==> src/hw/ex_pkg.sv <==
package ex_pkg;

	localparam int ADDRESS_LEN     = 32;
	localparam int REGISTER_LEN    = 32;
	localparam int REG_ADDRESS_LEN = 4;
	localparam int EXE_CMD_LEN     = 4;

	// alu command, as produced by decode
	typedef enum logic [EXE_CMD_LEN-1:0] {
		MOV = 4'b0001,
		MVN = 4'b1001,
		ADD = 4'b0010,
		ADC = 4'b0011,
		SUB = 4'b0100,
		SBC = 4'b0101,
		AND = 4'b0110,
		ORR = 4'b0111,
		EOR = 4'b1000
	} exe_cmd_t;

	typedef enum logic [1:0] {
		LSL = 2'b00,
		LSR = 2'b01,
		ASR = 2'b10,
		ROR = 2'b11
	} shift_t;

	typedef struct packed {
		logic n;
		logic z;
		logic c;
		logic v;
	} status_t;

	// 32-bit immediate form, imm8 rotated right by 2 * rotate_imm
	typedef struct packed {
		logic [3:0] rotate_imm;
		logic [7:0] imm8;
	} imm_form_t;

	// immediate-shifted register form
	typedef struct packed {
		logic [4:0] shift_imm;
		shift_t     shift;
		logic       zero;
		logic [3:0] rm;
	} reg_form_t;

	typedef union packed {
		imm_form_t imm_form;
		reg_form_t reg_form;
	} shifter_operand_u;

	typedef struct packed {
		logic wb_en;
		logic mem_r_en;
		logic mem_w_en;
		logic status_w_en;
		logic branch_taken;
	} ex_ctrl_t;

	typedef struct packed {
		logic [ADDRESS_LEN-1:0]     pc;
		ex_ctrl_t                   ctrl;
		logic                       immd;
		exe_cmd_t                   exe_cmd;
		logic                       is_mul;
		logic [REGISTER_LEN-1:0]    val_rn;
		logic [REGISTER_LEN-1:0]    val_rm;
		logic [REG_ADDRESS_LEN-1:0] dest;
		logic [23:0]                signed_immd_24;
		shifter_operand_u           shift_operand;
	} id_ex_t;

	typedef struct packed {
		logic                       wb_en;
		logic                       mem_r_en;
		logic                       mem_w_en;
		logic                       branch_taken;
		logic [REGISTER_LEN-1:0]    alu_res;
		logic [REGISTER_LEN-1:0]    val_rm;
		logic [REG_ADDRESS_LEN-1:0] dest;
	} ex_mem_t;

endpackage

==> src/hw/ex_alu.sv <==
`timescale 1ns/1ps

module ex_alu (
	input  ex_pkg::exe_cmd_t                exe_cmd,
	input  logic [ex_pkg::REGISTER_LEN-1:0] a,
	input  logic [ex_pkg::REGISTER_LEN-1:0] b,
	input  ex_pkg::status_t                 status_in,
	output logic [ex_pkg::REGISTER_LEN-1:0] result,
	output ex_pkg::status_t                 status_out
);

	localparam int MSB = ex_pkg::REGISTER_LEN - 1;

	logic [ex_pkg::REGISTER_LEN:0]   sum;
	logic [ex_pkg::REGISTER_LEN-1:0] addend;
	logic                            carry_in;
	logic                            is_arith;
	logic                            is_sub;

	// classify the command
	always_comb begin
		is_arith = 1'b0;
		is_sub = 1'b0;
		carry_in = 1'b0;
		case (exe_cmd)
			ex_pkg::ADD: begin
				is_arith = 1'b1;
			end
			ex_pkg::ADC: begin
				is_arith = 1'b1;
				carry_in = status_in.c;
			end
			ex_pkg::SUB: begin
				is_arith = 1'b1;
				is_sub = 1'b1;
				carry_in = 1'b1;
			end
			ex_pkg::SBC: begin
				// a - b - !c == a + ~b + c
				is_arith = 1'b1;
				is_sub = 1'b1;
				carry_in = status_in.c;
			end
			default: begin
				is_arith = 1'b0;
			end
		endcase
	end

	assign addend = is_sub ? ~b : b;

	// 33 bits so the carry falls out on top
	assign sum = {1'b0, a} + {1'b0, addend} + {{ex_pkg::REGISTER_LEN{1'b0}}, carry_in};

	always_comb begin
		case (exe_cmd)
			ex_pkg::MOV: begin
				result = b;
			end
			ex_pkg::MVN: begin
				result = ~b;
			end
			ex_pkg::AND: begin
				result = a & b;
			end
			ex_pkg::ORR: begin
				result = a | b;
			end
			ex_pkg::EOR: begin
				result = a ^ b;
			end
			ex_pkg::ADD, ex_pkg::ADC, ex_pkg::SUB, ex_pkg::SBC: begin
				result = sum[MSB:0];
			end
			default: begin
				result = '0;
			end
		endcase
	end

	always_comb begin
		status_out.n = result[MSB];
		status_out.z = (result == '0);
		if (is_arith) begin
			// carry out, which is not-borrow on the subtract side
			status_out.c = sum[ex_pkg::REGISTER_LEN];
			status_out.v = (a[MSB] == addend[MSB]) && (result[MSB] != a[MSB]);
		end else begin
			status_out.c = status_in.c;
			status_out.v = status_in.v;
		end
	end

endmodule

==> src/hw/ex_mem_reg.sv <==
`timescale 1ns/1ps

module ex_mem_reg (
	input  logic            clk,
	input  logic            reset,
	input  ex_pkg::ex_mem_t ex_next,
	output ex_pkg::ex_mem_t ex_mem
);

	// no stall or flush, loads every cycle
	always_ff @(posedge clk) begin
		if (reset) begin
			ex_mem.wb_en <= 1'b0;
			ex_mem.mem_r_en <= 1'b0;
			ex_mem.mem_w_en <= 1'b0;
			ex_mem.branch_taken <= 1'b0;
			ex_mem.alu_res <= '0;
			ex_mem.val_rm <= '0;
			ex_mem.dest <= '0;
		end else begin
			ex_mem.wb_en <= ex_next.wb_en;
			ex_mem.mem_r_en <= ex_next.mem_r_en;
			ex_mem.mem_w_en <= ex_next.mem_w_en;
			ex_mem.branch_taken <= ex_next.branch_taken;
			ex_mem.alu_res <= ex_next.alu_res;
			ex_mem.val_rm <= ex_next.val_rm;
			ex_mem.dest <= ex_next.dest;
		end
	end

endmodule

==> src/hw/ex_stage.sv <==
`timescale 1ns/1ps

module ex_stage (
	input  logic                               clk,
	input  logic                               reset,
	input  ex_pkg::id_ex_t                     id_ex,
	input  ex_pkg::status_t                    status_in,
	output ex_pkg::ex_mem_t                    ex_mem,
	output ex_pkg::status_t                    status_out,
	output logic                               status_w_en,
	output logic [ex_pkg::ADDRESS_LEN-1:0]     branch_address,
	output logic                               hazard_wb_en,
	output logic [ex_pkg::REG_ADDRESS_LEN-1:0] hazard_dest
);

	ex_pkg::ex_mem_t ex_next;

	// hazard unit sees the instruction now in execute
	assign hazard_wb_en = id_ex.ctrl.wb_en;
	assign hazard_dest = id_ex.dest;

	exec_unit u_exec_unit (
		.id_ex          (id_ex),
		.status_in      (status_in),
		.ex_next        (ex_next),
		.status_out     (status_out),
		.status_w_en    (status_w_en),
		.branch_address (branch_address)
	);

	ex_mem_reg u_ex_mem_reg (
		.clk     (clk),
		.reset   (reset),
		.ex_next (ex_next),
		.ex_mem  (ex_mem)
	);

endmodule

==> src/hw/exec_unit.sv <==
`timescale 1ns/1ps

module exec_unit (
	input  ex_pkg::id_ex_t                  id_ex,
	input  ex_pkg::status_t                 status_in,
	output ex_pkg::ex_mem_t                 ex_next,
	output ex_pkg::status_t                 status_out,
	output logic                            status_w_en,
	output logic [ex_pkg::ADDRESS_LEN-1:0]  branch_address
);

	logic                            mem_access;
	logic [ex_pkg::REGISTER_LEN-1:0] op2;
	logic [ex_pkg::REGISTER_LEN-1:0] alu_result;
	ex_pkg::status_t                 alu_status;
	logic [ex_pkg::REGISTER_LEN-1:0] mul_result;
	logic [ex_pkg::REGISTER_LEN-1:0] exe_result;
	logic [ex_pkg::ADDRESS_LEN-1:0]  branch_offset;

	assign mem_access = id_ex.ctrl.mem_r_en | id_ex.ctrl.mem_w_en;

	operand2_gen u_operand2_gen (
		.shift_operand (id_ex.shift_operand),
		.immd          (id_ex.immd),
		.mem_access    (mem_access),
		.val_rm        (id_ex.val_rm),
		.op2           (op2)
	);

	ex_alu u_ex_alu (
		.exe_cmd    (id_ex.exe_cmd),
		.a          (id_ex.val_rn),
		.b          (op2),
		.status_in  (status_in),
		.result     (alu_result),
		.status_out (alu_status)
	);

	// low word of the product only
	assign mul_result = id_ex.val_rn * id_ex.val_rm;

	assign exe_result = id_ex.is_mul ? mul_result : alu_result;

	// multiply keeps c and v
	always_comb begin
		status_out = alu_status;
		if (id_ex.is_mul) begin
			status_out.n = mul_result[ex_pkg::REGISTER_LEN-1];
			status_out.z = (mul_result == '0);
			status_out.c = status_in.c;
			status_out.v = status_in.v;
		end
	end

	assign status_w_en = id_ex.ctrl.status_w_en;

	// word offset, sign extended
	assign branch_offset = {{(ex_pkg::ADDRESS_LEN-26){id_ex.signed_immd_24[23]}},
		id_ex.signed_immd_24, 2'b00};
	assign branch_address = id_ex.pc + branch_offset;

	assign ex_next.wb_en        = id_ex.ctrl.wb_en;
	assign ex_next.mem_r_en     = id_ex.ctrl.mem_r_en;
	assign ex_next.mem_w_en     = id_ex.ctrl.mem_w_en;
	assign ex_next.branch_taken = id_ex.ctrl.branch_taken;
	assign ex_next.alu_res      = exe_result;
	assign ex_next.val_rm       = id_ex.val_rm;
	assign ex_next.dest         = id_ex.dest;

endmodule

==> src/hw/operand2_gen.sv <==
`timescale 1ns/1ps

module operand2_gen (
	input  ex_pkg::shifter_operand_u          shift_operand,
	input  logic                              immd,
	input  logic                              mem_access,
	input  logic [ex_pkg::REGISTER_LEN-1:0]   val_rm,
	output logic [ex_pkg::REGISTER_LEN-1:0]   op2
);

	logic [ex_pkg::REGISTER_LEN-1:0] imm_op;
	logic [ex_pkg::REGISTER_LEN-1:0] reg_op;
	logic [ex_pkg::REGISTER_LEN-1:0] mem_op;
	logic [ex_pkg::REGISTER_LEN-1:0] imm8_ext;
	logic [4:0]                      rot_amount;
	logic [4:0]                      shift_amount;

	// rotate by 0 leaves the value as is
	function automatic logic [ex_pkg::REGISTER_LEN-1:0] rotate_right(
		input logic [ex_pkg::REGISTER_LEN-1:0] value,
		input logic [4:0]                      amount
	);
		logic [2*ex_pkg::REGISTER_LEN-1:0] doubled;
		doubled = {value, value} >> amount;
		return doubled[ex_pkg::REGISTER_LEN-1:0];
	endfunction

	assign imm8_ext = {{(ex_pkg::REGISTER_LEN-8){1'b0}}, shift_operand.imm_form.imm8};
	assign rot_amount = {shift_operand.imm_form.rotate_imm, 1'b0};
	assign shift_amount = shift_operand.reg_form.shift_imm;

	// rotated immediate
	assign imm_op = rotate_right(imm8_ext, rot_amount);

	// load/store offset is the raw 12-bit field
	assign mem_op = {{(ex_pkg::REGISTER_LEN-12){1'b0}}, shift_operand};

	// register shifted by an immediate amount
	always_comb begin
		reg_op = val_rm;
		case (shift_operand.reg_form.shift)
			ex_pkg::LSL: begin
				reg_op = val_rm << shift_amount;
			end
			ex_pkg::LSR: begin
				reg_op = val_rm >> shift_amount;
			end
			ex_pkg::ASR: begin
				// sign fill
				reg_op = $signed(val_rm) >>> shift_amount;
			end
			ex_pkg::ROR: begin
				reg_op = rotate_right(val_rm, shift_amount);
			end
			default: begin
				reg_op = val_rm;
			end
		endcase
	end

	always_comb begin
		if (immd) begin
			op2 = imm_op;
		end else if (mem_access) begin
			op2 = mem_op;
		end else begin
			op2 = reg_op;
		end
	end

endmodule
==> config.mk <==
export PLATFORM = sky130hd
export DESIGN_NAME = ex_stage
export DESIGN_NICKNAME = d
export VERILOG_FILES = /design/src/hw/ex_pkg.sv /design/src/hw/ex_alu.sv /design/src/hw/ex_mem_reg.sv /design/src/hw/ex_stage.sv /design/src/hw/exec_unit.sv /design/src/hw/operand2_gen.sv
export SDC_FILE = /design/constraint.sdc
export NUM_CORES = 2
export LEC_CHECK = 0
export ABC_AREA = 1
export BUFFER_PORTS_ARGS = -buffer_cell sky130_fd_sc_hd__buf_2
export CAP_MARGIN = 20
export CORE_AREA = 2 2 296 298
export CTS_CLUSTER_SIZE = 30
export DETAILED_ROUTE_END_ITERATION = 7
export DIE_AREA = 0 0 298 300
export MAX_ROUTING_LAYER = met4
export PLACE_DENSITY_LB_ADDON = 0.2
export SETUP_SLACK_MARGIN = 0.02
export SLEW_MARGIN = 20
export SYNTH_ARGS = -nofsm -noshare
export SYNTH_HDL_FRONTEND = slang
export SYNTH_HIERARCHICAL = 1
export SYNTH_SLANG_ARGS = --single-unit
==> constraint.sdc <==
create_clock -name clk -period 17.1 [get_ports clk]
set_input_delay 3.42 -clock clk [delete_from_list [all_inputs] [get_ports clk]]
set_output_delay 3.42 -clock clk [all_outputs]
set_load 0.01 [all_outputs]
After elaboration in Yosys (flattened, before gate mapping)
Cells that the tools add are included.

Add/subtract/negate cells: 3. Multipliers: 1. Eq/ne operators: 14. Shifts and indexed selects: 5. Multiplexer cells: 11. Bitwise gates (word level): 5. Reduce and logical (&&, ||, !) cells: 7.

Operators by type and width (count): 32-bit case mux with 6 select lines (1); 32-bit 2-to-1 mux (4); 32-bit case mux with 4 select lines (1); 32-bit zero test (2); 64-bit by 5-bit right shift with 32-bit output (1); 40-bit by 5-bit right shift with 32-bit output (1); 32-bit by 32-bit adder with 33-bit output (1); 33-bit by 1-bit adder with 33-bit output (1); 32-bit adder (1); 32-bit bitwise AND (1); 32-bit by 32-bit multiplier with 32-bit output (1); 32-bit NOT (1); 32-bit OR (1); 32-bit by 5-bit left shift with 32-bit output (1); 32-bit by 5-bit right shift with 32-bit output (1); 32-bit by 5-bit >>> shifter with 32-bit output (1); 32-bit bitwise XOR (1); 4-bit by 3-bit equality test with 1-bit output, second input constant (4); 4-bit by 2-bit equality test with 1-bit output, second input constant (2); 4-bit equality test, second input constant (2); 2-bit equality test, second input constant (2); 4-bit by 1-bit equality test with 1-bit output, second input constant (1); 4-bit 2-to-1 mux (1); 2-bit OR reduction (2); other kinds (10) (11).

Register bits: 72. Bits of input ports: 153. Output and inout port bits: 114. Logic and storage cells: 53.

Logic depth before layout (Yosys ltp)
Word-level depth: 13. Depth in mapped cells: 35. Mapped depth without buffers: 34.

Modules after synthesis
The synthesis kept the hierarchy.

By module, submodules not included: exec_unit (instances 1, cells each 2522, area an instance 18423.9 µm², seq. area each 0.0 µm²); ex_alu (instances 1, cells each 998, area an instance 5232.5 µm², seq. area each 0.0 µm²); operand2_gen (instances 1, cells each 1108, area an instance 4969.8 µm², seq. area each 0.0 µm²); ex_mem_reg (instances 1, cells each 224, area an instance 2072.0 µm², seq. area each 1441.4 µm²); ex_stage (instances 1, cells each 5, area an instance 37.5 µm², seq. area each 0.0 µm²).

Least setup slack after synthesis
Ideal clock, no wire load.

Path type: in2out. Start point: input id_ex[42] (netlist name). End point: output status_out[2] (netlist name). Data arrival time: 9.635 ns. Required time: 13.680 ns. Setup slack: 4.045 ns. Stages on the path: 28. Path buffers: 2. Path through: clkbuf_1 -> buf_1 -> nand2_1 -> fa_1 -> fa_1 -> fa_1 -> fa_1 -> fa_1 -> inv_1 -> fa_1 -> inv_1 -> fa_1 -> fa_1 -> inv_1 -> ha_1 -> nand2_1 -> nor2_1 -> inv_1 -> nor2_1 -> nand4_1 -> nand3_1 -> xnor2_1 -> nand2_1 -> nor2_1 -> nand3_1 -> nor2_1 -> nand4_1 -> nand2_1.

RTL lines: from (decl) (line ex_stage.sv:6) `input ex_pkg::id_ex_t id_ex,`; to (decl) (line ex_stage.sv:9) `output ex_pkg::status_t status_out,`.

==> flow_summary_export.csv <==
group,metric,value,unit
status,status,"complete, no violations",
floorplanning,std_cell_rows,108,
routing,drc,0,
floorplanning,die_x,298,um
synthesis,yosys_register_bits,72,
final_layout,largest_reg_flops,72,
final_layout,drive_above_1_share,7.51,%
routing,drt_pass1_iterations,8,
synthesis,synth_commonest_cells,"nand2_1, inv_1, nand3_1",
final_layout,areaGrowthSynthToFinish,6.12,%
cts,htree_levels,3,
placement,gp_congestion,0.989,
sta,drv_slew,0,
grt,grt_max_degree,73,
synthesis,synth_async_sr_flop_share,0,%
synthesis,yosysMostFrequentCell,"nand2_1",
synthesis,synth.area.top_cells,"fa_1, nand2_1, inv_1",
sta,fin_crit_sh,82.9,%
floorplanning,start_util,35.7,%
final_layout,fin_nets,5706,
setup_path,crit_fanout,34,
routing,vias_per_cell,5.06,
setup_path,worstPathRequired,13.68,ns
synthesis,ys_seq_area_share,4.69,%
setup_path,critPathLaunchType,"primary input",
floorplanning,io_pins,267,
final_layout,fillers,9790,
cts,ctsHoldBuffers,0,
routing,wl_per_cell,19.0,um
cts,clkSinkCount,72,
floorplanning,die-area,89400,um2
grt,antenna_found_initial,6,
sta,finalSetupViolCount,0,
synthesis,ys.flop_type,"dfxtp_1",
routing,wirelength,115000,um
setup_path,worstSetupEndpointType,"output port",
floorplanning,core,86200,um2
routing,via_count,30700,
grt,grt_pass1_wl,178000,um
setup_path,arrival,10.75,ns
synthesis,yosys_warnings,6,
cts,post_cts_buffers,0,
routing,dr_wl_met3,5840,um
grt,grt_use_total,26.5,%
routing,wl_met1,49400,um
synthesis,synthCells,4857,
sta,max_freq,0.0706,GHz
synthesis,netlist.area_leader.share,26.8,%
routing,maxUsedRoutingLayer,"met4",
min_path,hold_class,"in -> reg",
run,maxCapViolCount,0,
synthesis,synth_area,30700,um2
cts,cts_tree,"done",
sta,period_needed,14.17,ns
cts,clock-root-buffer,"clkbuf_16",
placement,io_buffers,258,
setup_path,path_class,"in -> out",
sta,tightest_slew,1.11,ns
cts,cts_buffers,9,
cts,path_clk_slew,0.08,ns
grt,grt_overflow,0,
sta,finalHoldViolations,0,
synthesis,syn_area_per_cell,6.33,um2
cts,clk_path_buf_depth,2,
sta,rsz0062_at_grt,"no",
synthesis,yosysTopAreaCell,"fa_1",
synthesis,synth.net_count,5668,
placement,hpwl,91300,um
floorplanning,die_y,300,um
synthesis,post_synth_num_cell_types,51,
routing,wl_met2,55700,um
grt,first_global_vias,30700,
cts,cts-resized-gates,0,
routing,drt_first_iter_violations,2381,
sta,max_slew_margin,25.4,%
routing,ant_nets,0,
synthesis,synth_edf_count,0,
sta,final.setup.tns,0,ns
==> final timing paths <==
check,cells past startpoint,slack [ns],startpoint,endpoint
setup / recovery,27,2.93,id_ex[42],status_out[2]
hold / removal,3,3.22,id_ex[110],u_ex_mem_reg/ex_mem[68]
==> logic make-up after synthesis <==
logic type	after synthesis	synth area share [%]
AO/OA/AOI/OAI	350	6.54
XOR/XNOR	91	2.59
adder cells (fa/ha/maj)	658	36.8
buffers and inverters	1200	16.0
flip-flops	72	4.69
AND/OR/NAND/NOR	2486	33.3
==> cell type report <==
cell class | instances | area [um2] | share of cell area, %
multi-input combinational | 3585 | 24400 | 74.7
inverter | 936 | 3520 | 10.8
timing repair buffer | 291 | 1540 | 4.72
tap | 1155 | 1450 | 4.43
sequential | 72 | 1440 | 4.42
clock buffer | 9 | 225 | 0.691
clock inverter | 7 | 63.8 | 0.196
antenna | 4 | 10.0 | 0.0307
==> critical path, stage by stage <==
cell	delay, ns
buf_2	0.67
nand2_1	0.19
fa_1	0.60
fa_1	0.43
fa_1	0.50
fa_1	0.46
fa_1	0.55
inv_1	0.06
fa_1	0.53
inv_1	0.05
fa_1	0.38
fa_1	0.55
inv_1	0.05
ha_1	0.34
a21oi_1	0.29
nor2_1	0.07
nor2_1	0.17
o21a_1	0.14
nand3_1	0.11
xnor2_1	0.40
nand2_1	0.11
nor2_1	0.11
nand3_1	0.07
nor2_1	0.12
nand4_1	0.09
nand2_1	0.08
buf_2	0.14
==> metal layers <==
metal | track usage, % | up-vias
li1 | - | 14800
met1 | 33.1 | 14800
met2 | 45.3 | 917
met3 | 2.19 | 149
met4 | 8.89 | 0
met5 | - | -
==> per-stage QoR <==
step / setup slack (ns) / hold WS [ns] / util [%] / instance area (um2) / std cells
5_1_grt: 2.55 / 3.22 / 37.8 / 32600 / 6059
3_3_place_gp: 2.99 / 3.62 / 37.5 / 32300 / 6039
4_1_cts: 2.93 / 3.20 / 37.8 / 32600 / 6055
2_1_floorplan: 4.04 / 3.62 / - / 30700 / 4857
3_5_place_dp: 2.94 / 3.63 / 37.5 / 32300 / 6039
6_report: 2.93 / 3.22 / 37.8 / 32600 / 6059
==> layout by cell type, fill, tap and decap left out, types with 72 or more instances in the layout <==
cell	n
nand2_1	1614
ha_1	247
o21ai_0	124
nand3_1	504
inv_1	917
dfxtp_1	72
a21oi_1	106
buf_2	258
fa_1	411
nor2_1	272
Power is left out: the tool's default activity adds up to more than one toggle a clock period on the data nets, which glitch-free logic cannot reach.
